## src/verilog/delay_settings.svh

```systemverilog
`ifndef DELAY_SETTINGS_SVH
`define DELAY_SETTINGS_SVH

// Payload width of one stream item
`define DATA_W 8

// Entries per lane FIFO, power of two
// One slot stays free so a lane holds FIFO_DEPTH-1 items
`define FIFO_DEPTH 16

// Free-running timer and stamp width
`define TIME_W 16

// Release delay per lane, in cycles
`define LANE0_DELAY 4
`define LANE1_DELAY 9

`endif

```

## src/verilog/delay_pkg.sv

```systemverilog
package delay_pkg;

    // Lane number on the merged output
    typedef logic lane_t;

    // Merger grant states
    typedef enum logic [1:0] {
        ARB_IDLE  = 2'd0,  // No packet in flight
        ARB_LANE0 = 2'd1,  // Lane 0 holds the output
        ARB_LANE1 = 2'd2   // Lane 1 holds the output
    } arb_state_e;

endpackage

```

## src/verilog/stream_if.sv

```systemverilog
`timescale 1ns/10ps
`include "delay_settings.svh"

interface stream_if;

    logic              valid;  // Source has an item
    logic              ready;  // Sink takes it this cycle
    logic [`DATA_W-1:0] data;
    logic              last;   // Final item of a packet

    // Producer side
    modport src (
        output valid,
        output data,
        output last,
        input  ready
    );

    // Consumer side
    modport snk (
        input  valid,
        input  data,
        input  last,
        output ready
    );

endinterface

```

## src/verilog/fifo_fwft.sv

```systemverilog
`timescale 1ns/10ps

module fifo_fwft #(
    parameter int DEPTH = 16,  // Must be a power of two
    parameter int WIDTH = 4
) (
    input  logic             clk,
    input  logic             srst,
    // Write side
    input  logic             wr_en,
    input  logic [WIDTH-1:0] din,
    output logic             full,
    // Read side, head always visible
    output logic             empty,
    output logic [WIDTH-1:0] dout,
    input  logic             rd_en
);

    localparam int PW = $clog2(DEPTH);

    logic [WIDTH-1:0] mem [0:DEPTH-1];
    logic [PW-1:0]    head;      // Next entry to leave
    logic [PW-1:0]    tail;      // Next free slot
    logic [PW-1:0]    tail_inc;
    logic             do_wr;
    logic             do_rd;

    assign tail_inc = tail + 1'b1;

    // One slot kept free to tell full from empty
    assign full  = (tail_inc == head);
    assign empty = (head == tail);

    assign do_wr = wr_en && !full;   // Writes past full are ignored
    assign do_rd = rd_en && !empty;

    // Storage write at the tail slot
    always_ff @(posedge clk) begin
        if (do_wr) begin
            mem[tail] <= din;
        end
    end

    // Tail advances on each accepted write
    always_ff @(posedge clk) begin
        if (srst) begin
            tail <= '0;
        end else if (do_wr) begin
            tail <= tail_inc;
        end
    end

    // Head advances on each pop
    always_ff @(posedge clk) begin
        if (srst) begin
            head <= '0;
        end else if (do_rd) begin
            head <= head + 1'b1;
        end
    end

    // Fall-through read
    assign dout = mem[head];

endmodule

```

## src/verilog/delay_stage.sv

```systemverilog
`timescale 1ns/10ps
`include "delay_settings.svh"

module delay_stage #(
    parameter int DELAY = 1  // Minimum residence in cycles
) (
    input  logic               clk,
    input  logic               srst,
    // Incoming lane
    input  logic               in_valid,
    output logic               in_ready,
    input  logic [`DATA_W-1:0] in_data,
    input  logic               in_last,
    // Delayed lane
    stream_if.src              out
);

    localparam int ENTRY_W = `DATA_W + 1 + `TIME_W;  // last, data, stamp

    logic [`TIME_W-1:0] timer;       // Free-running cycle count
    logic [ENTRY_W-1:0] wr_entry;
    logic [ENTRY_W-1:0] head_entry;
    logic [`TIME_W-1:0] head_stamp;
    logic [`TIME_W-1:0] head_age;
    logic               fifo_full;
    logic               fifo_empty;
    logic               released;    // Head old enough to leave
    logic               pop;

    // Timer wraps freely, ages use modular difference
    always_ff @(posedge clk) begin
        if (srst) begin
            timer <= '0;
        end else begin
            timer <= timer + 1'b1;
        end
    end

    // Stamp is the timer value just after the accepting edge
    assign wr_entry = {in_last, in_data, timer + 1'b1};

    fifo_fwft #(
        .DEPTH (`FIFO_DEPTH),
        .WIDTH (ENTRY_W)
    ) u_fifo (
        .clk   (clk),
        .srst  (srst),
        .wr_en (in_valid),
        .din   (wr_entry),
        .full  (fifo_full),
        .empty (fifo_empty),
        .dout  (head_entry),
        .rd_en (pop)
    );

    assign in_ready = !fifo_full;  // Drops at FIFO_DEPTH-1 items

    // Split the head word
    assign head_stamp = head_entry[`TIME_W-1:0];
    assign head_age   = timer - head_stamp;  // Wraps cleanly

    // Age equals DELAY from edge t+DELAY onwards
    assign released = !fifo_empty && (head_age >= `TIME_W'(DELAY));

    assign out.valid = released;
    assign out.data  = head_entry[`TIME_W +: `DATA_W];
    assign out.last  = head_entry[ENTRY_W-1];

    // Held-back head cannot be popped
    assign pop = released && out.ready;

endmodule

```

## src/verilog/packet_merger.sv

```systemverilog
`timescale 1ns/10ps
`include "delay_settings.svh"

module packet_merger (
    input  logic                clk,
    input  logic                srst,
    // Delayed lanes
    stream_if.snk               lane0,
    stream_if.snk               lane1,
    // Merged output
    output logic                out_valid,
    input  logic                out_ready,
    output logic [`DATA_W-1:0]  out_data,
    output logic                out_last,
    output delay_pkg::lane_t    out_lane
);

    delay_pkg::arb_state_e state;        // Grant register
    delay_pkg::lane_t      last_served;  // Lane of the last finished packet
    delay_pkg::lane_t      sel;          // Lane currently routed
    logic                  sel_active;   // A lane holds or wins the grant
    logic                  sel_valid;
    logic                  xfer;

    // Grant decision, purely combinational
    always_comb begin
        sel        = 1'b0;
        sel_active = 1'b0;
        case (state)
            delay_pkg::ARB_LANE0: begin
                sel        = 1'b0;  // Locked mid-packet
                sel_active = 1'b1;
            end
            delay_pkg::ARB_LANE1: begin
                sel        = 1'b1;
                sel_active = 1'b1;
            end
            default: begin
                // Both waiting, favour the lane not served last
                if (lane0.valid && lane1.valid) begin
                    sel        = ~last_served;
                    sel_active = 1'b1;
                end else if (lane1.valid) begin
                    sel        = 1'b1;
                    sel_active = 1'b1;
                end else if (lane0.valid) begin
                    sel        = 1'b0;
                    sel_active = 1'b1;
                end
            end
        endcase
    end

    // Output mux
    assign sel_valid = sel ? lane1.valid : lane0.valid;
    assign out_valid = sel_active && sel_valid;
    assign out_data  = sel ? lane1.data : lane0.data;
    assign out_last  = sel ? lane1.last : lane0.last;
    assign out_lane  = sel;

    // Only the granted lane sees ready
    assign lane0.ready = sel_active && (sel == 1'b0) && out_ready;
    assign lane1.ready = sel_active && (sel == 1'b1) && out_ready;

    assign xfer = out_valid && out_ready;

    // Lock on first valid item, release after last transfers
    always_ff @(posedge clk) begin
        if (srst) begin
            state       <= delay_pkg::ARB_IDLE;
            last_served <= 1'b1;  // Lane 0 goes first
        end else begin
            if (xfer && out_last) begin
                state       <= delay_pkg::ARB_IDLE;
                last_served <= sel;
            end else if (state == delay_pkg::ARB_IDLE && out_valid) begin
                // Hold the choice even when stalled
                state <= sel ? delay_pkg::ARB_LANE1 : delay_pkg::ARB_LANE0;
            end
        end
    end

endmodule

```

## src/verilog/delay_merge_top.sv

```systemverilog
`timescale 1ns/10ps
`include "delay_settings.svh"

module delay_merge_top (
    input  logic                clk,
    input  logic                srst,
    // Lane 0 input
    input  logic                in0_valid,
    output logic                in0_ready,
    input  logic [`DATA_W-1:0]  in0_data,
    input  logic                in0_last,
    // Lane 1 input
    input  logic                in1_valid,
    output logic                in1_ready,
    input  logic [`DATA_W-1:0]  in1_data,
    input  logic                in1_last,
    // Merged output
    output logic                out_valid,
    input  logic                out_ready,
    output logic [`DATA_W-1:0]  out_data,
    output logic                out_last,
    output delay_pkg::lane_t    out_lane
);

    // Delayed lanes into the merger
    stream_if lane0_s ();
    stream_if lane1_s ();

    // Lane 0, short delay
    delay_stage #(
        .DELAY (`LANE0_DELAY)
    ) u_stage0 (
        .clk      (clk),
        .srst     (srst),
        .in_valid (in0_valid),
        .in_ready (in0_ready),
        .in_data  (in0_data),
        .in_last  (in0_last),
        .out      (lane0_s.src)
    );

    // Lane 1, long delay
    delay_stage #(
        .DELAY (`LANE1_DELAY)
    ) u_stage1 (
        .clk      (clk),
        .srst     (srst),
        .in_valid (in1_valid),
        .in_ready (in1_ready),
        .in_data  (in1_data),
        .in_last  (in1_last),
        .out      (lane1_s.src)
    );

    // Packet-aware round robin, zero latency
    packet_merger u_merger (
        .clk       (clk),
        .srst      (srst),
        .lane0     (lane0_s.snk),
        .lane1     (lane1_s.snk),
        .out_valid (out_valid),
        .out_ready (out_ready),
        .out_data  (out_data),
        .out_last  (out_last),
        .out_lane  (out_lane)
    );

endmodule

```

## config.mk

```make
export PLATFORM = sky130hd
export DESIGN_NAME = delay_merge_top
export DESIGN_NICKNAME = d
export VERILOG_FILES = /design/src/verilog/delay_pkg.sv /design/src/verilog/stream_if.sv /design/src/verilog/fifo_fwft.sv /design/src/verilog/delay_stage.sv /design/src/verilog/packet_merger.sv /design/src/verilog/delay_merge_top.sv
export VERILOG_INCLUDE_DIRS = /design/src /design/src/verilog
export SDC_FILE = /design/constraint.sdc
export NUM_CORES = 1
export LEC_CHECK = 0
export BUFFER_PORTS_ARGS = -buffer_cell sky130_fd_sc_hd__buf_2
export CORE_MARGIN = 8
export CORE_UTILIZATION = 30
export DETAILED_ROUTE_END_ITERATION = 10
export GPL_TIMING_DRIVEN = 1
export HOLD_SLACK_MARGIN = 0.06
export SYNTH_ARGS = -nofsm -noshare
export SYNTH_HDL_FRONTEND = slang
export SYNTH_SLANG_ARGS = --single-unit
```

## constraint.sdc

```tcl
create_clock -name clk -period 14.7 [get_ports clk]
set_input_delay 1.47 -clock clk [delete_from_list [all_inputs] [get_ports clk]]
set_output_delay 1.47 -clock clk [all_outputs]
set_load 0.01 [all_outputs]
```

### After elaboration in Yosys (flattened, before gate mapping)

Memory sizes are Yosys's and may differ from the RTL's. A register that Yosys moved wholly into a read port is not among the register bits.
Index checks and enable logic that the tools add are counted.

| word-level totals | value |
|---|---|
| register bits after elaboration | 51 |
| RAM bits | 800 |
| input bits | 23 |
| word-level logic and storage cells | 71 |
| memories | 2 |

| cells by class | value |
|---|---|
| $add $sub $neg | 8 |
| order comparisons | 2 |
| equal/unequal tests | 6 |
| mux-type cells | 19 |
| bitwise gates (word level) | 2 |
| reductions and logical operators | 24 |

Memories:

| name | words | width | rd ports | clocked after Yosys merged registers in | wr ports | line | source |
|---|---|---|---|---|---|---|---|
| u_stage0.u_fifo.mem | 16 | 25 | 1 | 1 | 1 | fifo_fwft.sv:21 | `logic [WIDTH-1:0] mem [0:DEPTH-1];` |
| u_stage1.u_fifo.mem | 16 | 25 | 1 | 1 | 1 | fifo_fwft.sv:21 |  |

Operator list:

| cell | number |
|---|---|
| adder 16 x 1 -> 16 bit, second input constant | 2 |
| subtractor 16 bit | 2 |
| logical AND 1 bit | 17 |
| adder 4 x 1 -> 4 bit, second input constant | 4 |
| == test 4 bit | 4 |
| >= comparator 16 x 3 -> 1 bit, second input constant | 1 |
| >= comparator 16 x 4 -> 1 bit, second input constant | 1 |
| two-way mux 4 bit | 4 |
| two-way mux 1 bit | 12 |
| two-way mux 8 bit | 1 |
| logical NOT 1 bit | 4 |
| OR reduction 2 bit | 2 |
| == test 2 x 1 -> 1 bit, second input constant | 1 |
| == test 2 bit, second input constant | 1 |
| logical NOT 2 bit | 1 |
| two-way mux 2 bit | 1 |
| inverter 1 bit | 2 |
| one-hot mux 1 bit (2 select lines) | 1 |

### Logic depth before layout (Yosys ltp)

Gate-level depths: netlist of the first run.

| logic depth | value |
|---|---|
| depth in word-level cells | 13 |
| depth in mapped cells | 20 |

### Cells and area by module

Synthesis of the first run repeated with hierarchy kept, for this count alone.

| second synthesis, totals | value |
|---|---|
| cell total of the unflattened synthesis | 1760 |
| area, all modules | 34971.0 µm² |

By module, submodules not included:

| module | times used | cells an instance | area each (µm²) |
|---|---|---|---|
| fifo_fwft | 2 | 650 | 15736.3 |
| delay_stage (u_stage1) | 1 | 212 | 1605.3 |
| delay_stage (u_stage0) | 1 | 189 | 1530.2 |
| packet_merger | 1 | 59 | 362.8 |

### Worst setup path before layout of the first run

OpenSTA, ideal clock, no wires.

| timing | value |
|---|---|
| path type | reg2out |
| from | register (tool-made name) |
| to | output port out_data[1] |
| arrival | 5490 ps |
| path slack | 7740 ps |
| cell stages (with the launch flop) | 20 |
| buffers on the path | 5 |
| cell sequence | dfxtp_1 > buf_2 > buf_2 > buf_2 > buf_1 > mux4_2 > mux4_2 > ha_1 > inv_1 > fa_1 > a21oi_1 > o22ai_1 > nor4_2 > o311a_1 > a211oi_1 > nand4_1 > o31a_2 > o21ai_2 > buf_2 > mux2_2 |

RTL lines:

| what | line | source |
|---|---|---|
| end, declared | delay_merge_top.sv:20 | `` output logic [`DATA_W-1:0] out_data, `` |

==> reports/results.txt, run 1 <==
Outcome: completed
Final Hold Fails: 0
Drt initial violations: 1362
Fin. max-slew vios: 0
FF-to-FF setup slack: 8.33 ns
Routed len/inst: 22.9 um
Ys async rst share: 0
Cells on worst reg2reg path: 15
Number of global-route vias before repair: 18000
Global route hottest layer: met2
Post-route insts no fill: 3434
Die ar.: 0.128 mm2
Yosys warnings: 0
Starting density of the core: 0.302
Die height: 357 um
Drc violations: 0
Lkg Pwr: 12.6 nW
CP arrival: 6.77 ns
Crit share post-route: 0.560
Final setup fails: 0
Synth Instances: 1763
Share of the synthesized area in the top cell type: 0.687
GR Util met3: 0.0183
DRT Wirelength: 78800 um
First-pass GRT wire length: 118000 um
Pwr Total: 6.58 mW
Clock tree buffer depth: 3
EDFF count, synth: 800
Total grt overflow: 0
Most common cell in the netlist: edfxtp_1
Min Hold Slack: 0.478 ns
Post-CTS sizing: 0
Top post-synthesis cells by count: edfxtp_1, mux4_2, dfxtp_1
FP Rows: 125
Root Buffer: clkbuf_16
Setup WS pre-CTS: 7.05 ns
Drt pass-1 iters: 5
Post-CTS setup buffer count: 0
Post-synthesis average cell area: 19.8 um2
Synth cell types: 77
Sink Count: 859
H-tree lvl count: 3
Die X: 357 um
Worst rel slew slack: 0.125
Max Freq: 121 MHz
Crit path kind: reg2out
CTS tree: yes
Worst Path Max Fanout: 40
Worst Hold Class: reg2reg
Minimum clock period: 8.24 ns
Clock latency on the worst-skew pair: 0.62 ns
Boundary pin count: 36
Total power divided by cell area: 165 mW/mm2
GPL Wtd Cong: 0.838
Seq/Total Area, Yosys: 0.721
CP endpoint kind: output port
Max Cap Viol: 0
Post-Syn Nets: 1832
Area of the core: 0.116 mm2
Initial antenna violation count: 5
TritonCTS Buffers: 80
Layout cells sized above 1: 0.258
DP Wirelength: 43300 um
PortBufs: 35
Top post-synthesis cells by area: edfxtp_1, mux4_2, dfxtp_1, ha_1, xnor2_1
Layout area overhead: 14.1%
Placed cell count: 3284
Worst EP required: 13.23 ns
CTS clk-pin slew, worst paths: 0.06 ns
Slew of the pin with the lowest slew margin: 1.30 ns
Fin nets: 1911
Worst hold start: u_merger.last_served
Mapped cell area: 0.0349 mm2
Setup TNS: 0 ns
Vias per cell: 5.01
Hold Crit Endpoint: u_merger.last_served
DP Area: 0.0372 mm2
Top_reg_cell synth: edfxtp_1
Grt met1 use: 0.164
Tot GR Track Use: 0.122
Worst Slack Setup Final: 6.46 ns
DRT antenna net count: 0
Largest net degree at the start of global routing: 56
Hold buffers post-CTS: 0
Layout Skew: 0.0257 ns
Vias: 17200
Layout Utilization: 0.344
Worst setup SP type: register
Fill count: 10700
Number of synthesized register bits: 859
Met2 GRT Util: 0.205
Worst hold stages: 2
RSZ-0062 raised after global routing: no
Peak supply drop: 131 uV
Final instance area: 0.0399 mm2
Post-synth top area cell: edfxtp_1
-- metal layers --
metal | part of all wire | vias up | routed length (um)
met1 | 0.44 | 9193 | 34600
met3 | 0.050 | 114 | 3920
met4 | 0.022 | 4 | 1710
met2 | 0.49 | 506 | 38600
li1 | - | 7377 | -
met5 | 0.00028 | - | 22
-- state kept, by name, summed over array words and instances (netlist names), named ones only --
register,flops
u_stage1.u_fifo.head,4
u_stage0.timer,16
u_merger.last_served,1
u_stage0.u_fifo.tail,4
u_stage0.u_fifo.mem,400
u_stage0.u_fifo.head,4
u_stage1.timer,16
u_merger.state,2
u_stage1.u_fifo.tail,4
u_stage1.u_fifo.mem,400
-- power breakdown --
part           internal (mW)  total, mW  switching (mW)
registers               2.80       2.89          0.0812
clock network           1.23       2.10           0.867
logic                  0.736       1.59           0.858
-- final cells by class --
class | count | area [um2] | area share
Tap cell | 1524 | 1910 | 0.0478
Inverter | 58 | 218 | 0.00546
Antenna cell | 2 | 5.00 | 0.000125
Clock inverter | 43 | 520 | 0.0131
Clock buffer | 105 | 2120 | 0.0531
Sequential cell | 859 | 25200 | 0.632
Timing Repair Buffer | 76 | 483 | 0.0121
Multi-Input combinational cell | 767 | 9410 | 0.236
-- worst max-delay path, cell delays in order (launching register included) --
cell	delay, ns
dfxtp_4	0.69
buf_4	0.72
mux4_2	0.59
mux4_2	0.49
inv_1	0.07
ha_1	0.30
a21o_1	0.21
a21oi_1	0.26
nand2_1	0.16
xnor2_1	0.16
a2111oi_0	0.42
nand4b_1	0.26
o31a_2	0.45
o21ai_2	0.71
mux2_2	0.43
buf_2	0.14
-- kinds of logic (layout without fill, tap and decap cells) --
kind of cell	count (synthesis)	in the layout	share of synthesized area
compound gates	153	153	0.0298
xor+xnor	61	61	0.0153
fa+ha+maj	46	46	0.0169
buf+inv	137	282	0.0160
flops	859	859	0.721
mux	262	262	0.164
other cells	0	2	0
simple gates	245	245	0.0369
-- cells in the final DEF (no fill, tap or decap), types with 5 or more instances in the layout --
cell       instances
inv_1             58
xnor2_1           34
clkinv_1          15
buf_2             35
nor2_1            32
and2_1            31
nor2_4            24
a31oi_1            7
xor2_1            26
mux2_2             8
o21ai_0           27
nand2b_1          13
buf_4             41
o2111ai_1          6
o21a_1             5
nand4_1            9
ha_1              44
nor3_2             8
mux2i_1            7
dfxtp_1           53
bufinv_16         12
clkinv_2           9
and3_1             8
a21o_1            10
nand3_1           30
or4_1              5
a21oi_1           43
or3_1              5
nor2b_1           10
a2111oi_0          5
mux4_2           246
a211oi_1           8
edfxtp_1         800
o31ai_1            7
clkbuf_1          24
clkbuf_16         81
nand2_1           41
-- worst max-delay path by stage --
stage / slack, ns / cells after the start / startpoint / end
detailed placement: 7.05 / 15 / register / out_data[1]
floorplan: 7.74 / 19 / register / out_data[1]
CTS: 6.37 / 15 / register / out_data[1]
finish: 6.46 / 15 / register / out_data[1]
global placement: 7.36 / 15 / register / out_data[5]
global route: 5.96 / 15 / register / out_data[4]
No activity file was read; power rests on OpenSTA's default activity.
==> run 2: changes to the inputs <==
Clock period 14.7 ns to 7.1 ns, I/O delays scaled along.
==> run 2 against run 1 <==
Net effect:
- via count is 0.72% higher
- sequential power is 110% higher
- sequential share of layout area is 0.38 points lower
- critical path type unchanged
==> reports/results.txt, run 2 (synthesized netlist as in run 1, its figures left out) <==
Drt initial violations: 1491 (+9.5%)
Clock latency on the worst-skew pair: 0.62 ns (about the same)
DRT Wirelength: 80400 um (+2.1%)
Final Hold Fails: 0 (unchanged)
Vias per cell: 5.01 (+0.13%)
Boundary pin count: 36 (unchanged)
Die height: 357 um (unchanged)
DP Wirelength: 44600 um (+3.0%)
Cells on worst reg2reg path: 15 (unchanged)
First-pass GRT wire length: 119000 um (+1.1%)
Minimum clock period: 6.58 ns
Tot GR Track Use: 0.124 (+0.00150)
Biggest regs: u_stage0.u_fifo.mem (400), u_stage1.u_fifo.mem (400)
Global route hottest layer: met2
Worst setup SP type: register
Crit path kind: reg2out
Die X: 357 um (unchanged)
Internal Power: 9.93 mW (+110%)
Most frequent cells in the layout: edfxtp_1, mux4_2, clkbuf_16, buf_4, inv_1
Layout area overhead: 14.8%
GR Util met3: 0.0199 (+0.00168)
Vias: 17300 (+0.72%)
Fin. max-slew vios: 0 (unchanged)
GPL Wtd Cong: 0.835 (-0.37%)
Final setup fails: 0 (unchanged)
Drt pass-1 iters: 5 (unchanged)
Comb power frac: 0.249 (+0.007)
Outcome: completed
Clock tree buffer depth: 3 (unchanged)
Root Buffer: clkbuf_16
Peak supply drop: 336 uV (+160%)
H-tree lvl count: 3 (unchanged)
Psw: 3.83 mW (+110%)
Clk network pwr share: 0.317 (-0.002)
Worst rel slew slack: 0.0886 (-0.0363)
Worst Hold Class: in2reg
Max Freq: 152 MHz
Buffers & Inverters on Critical Path: 3 (unchanged)
Critical path's most frequent cell: mux4_2
Slowest CP cell: dfxtp_4
Sink Count: 859 (unchanged)
Max Cap Viol: 0 (unchanged)
CP endpoint kind: output port
DRT antenna net count: 0 (unchanged)
Starting density of the core: 0.302 (unchanged)
Total power divided by cell area: 343 mW/mm2 (+110%)
Routed len/inst: 23.3 um (+1.5%)
Crit share post-route: 0.927
Post-route insts no fill: 3454 (+0.58%)
Drc violations: 0 (unchanged)
Met2 GRT Util: 0.206 (+0.000423)
Layout Skew: 0.0240 ns (-0.00165 ns)
Setup TNS: 0 ns (unchanged)
TritonCTS Buffers: 80 (unchanged)
Worst path max stage delay: 0.65 ns (-0.07 ns)
Worst Path Max Fanout: 20 (-50%)
Slew of the pin with the lowest slew margin: 1.36 ns (+0.0541 ns)
Total grt overflow: 0 (unchanged)
RSZ-0062 raised after global routing: no
CP arrival: 5.87 ns (-0.90 ns)
Grt met1 use: 0.168 (+0.00395)
CTS tree: yes
Die ar.: 0.128 mm2 (unchanged)
Worst hold stages: 3 (+1)
Area of the core: 0.116 mm2 (unchanged)
Flop pwr share: 0.434 (-0.005)
Sw Share: 0.278 (+0.00380)
Delay-heaviest family, CP: compound AO/OA/AOI/OAI gates
Hold buffers post-CTS: 0 (unchanged)
Most common cell after layout, fill and taps aside: edfxtp_1
FF-to-FF setup slack: 1.35 ns (-6.98 ns)
CTS clk-pin slew, worst paths: 0.07 ns (about the same)
Lkg Pwr: 12.7 nW (+1.4%)
Placed cell count: 3305 (+0.64%)
Number of global-route vias before repair: 18000 (+0.23%)
PortBufs: 35 (unchanged)
Crit. path cell count: 15 (unchanged)
Largest net degree at the start of global routing: 52 (-7.1%)
Layout cells sized above 1: 0.274 (+0.0158)
Worst EP required: 6.39 ns (-6.84 ns)
FP Rows: 125 (unchanged)
Fin nets: 1933 (+1.2%)
Sequence of cells on the critical path: buf_12 > mux4_2 > mux4_2 > inv_1 > ha_1 > a21oi_1 > and3_1 > nand3_1 > a21o_1 > a211oi_1 > nand4_1 > o31a_2 > o21ai_4 > mux2_2 > buf_2
Initial antenna violation count: 4 (-1)
## run 2: cell types whose count changed in the layout (fill, tap and decap cells not counted), sizes merged, moves of 2 or more
| cell | before | now |
|---|---|---|
| buf | 76 | 98 |
| bufinv | 12 | 10 |
| clkbuf | 105 | 100 |
| clkinv | 25 | 32 |
| inv | 62 | 60 |
## run 2: worst reg2reg max path, stage by stage, from the launching register on
cell       delay [ns]
dfxtp_4          0.65
buf_12           0.27
mux4_2           0.55
mux4_2           0.51
inv_1            0.09
ha_1             0.33
a21oi_1          0.39
and3_1           0.22
nand3_1          0.09
a21o_1           0.22
a211oi_1         0.25
nand4_1          0.18
o31ai_1          0.78
o2111ai_1        0.39
or4_1            0.59
a21oi_1          0.17
## run 2: worst paths after layout
kind | from | to
max | register | out_data[2]
min | out_ready | u_merger.last_served
max reg2reg | register | register
min reg2reg | u_merger.last_served | u_merger.last_served
## run 2: cell type report
type	count	area [um2]
inverter	58	218
fill	10700	75800
multi-input combinational	767	9420
clock inverter	47	505
antenna	1	2.50
sequential	859	25200
clock buffer	100	2160
timing repair buffer	98	686
tap	1524	1910
## run 2: timing repair
item                       4_1_cts  5_1_grt
setup buffers                    0        1
gates resized for setup          0        1
hold endpoints to repair         0        0
setup endpoints to repair        0        9
## run 2: routing by layer
layer,up-vias,wire length [um]
li1,7438,-
met1,9216,35100
met2,549,39200
met3,110,4400
met4,4,1670
met5,-,23
## run 2: metrics by stage
step	setup WS, ns	total power, mW	hold WS [ns]	util	cell area, um2
after global routing	0.198	14.3	0.420	0.346	40100
after floorplan	0.900	8.42	0.440	-	34900
after CTS	0.0977	13.9	0.370	0.346	40100
final	0.518	13.8	0.419	0.346	40100
after global placement	0.951	9.43	0.465	0.323	37400
after detailed placement	0.777	9.50	0.465	0.323	37400
## run 2: power groups by stage
stage	combinational, mW	sequential, mW	clock [mW]
floorplan	2.45	5.97	0
global placement	3.33	6.10	0
detailed placement	3.38	6.12	0
CTS	3.40	6.01	4.47
global route	3.71	6.01	4.63
finish	3.43	5.98	4.36
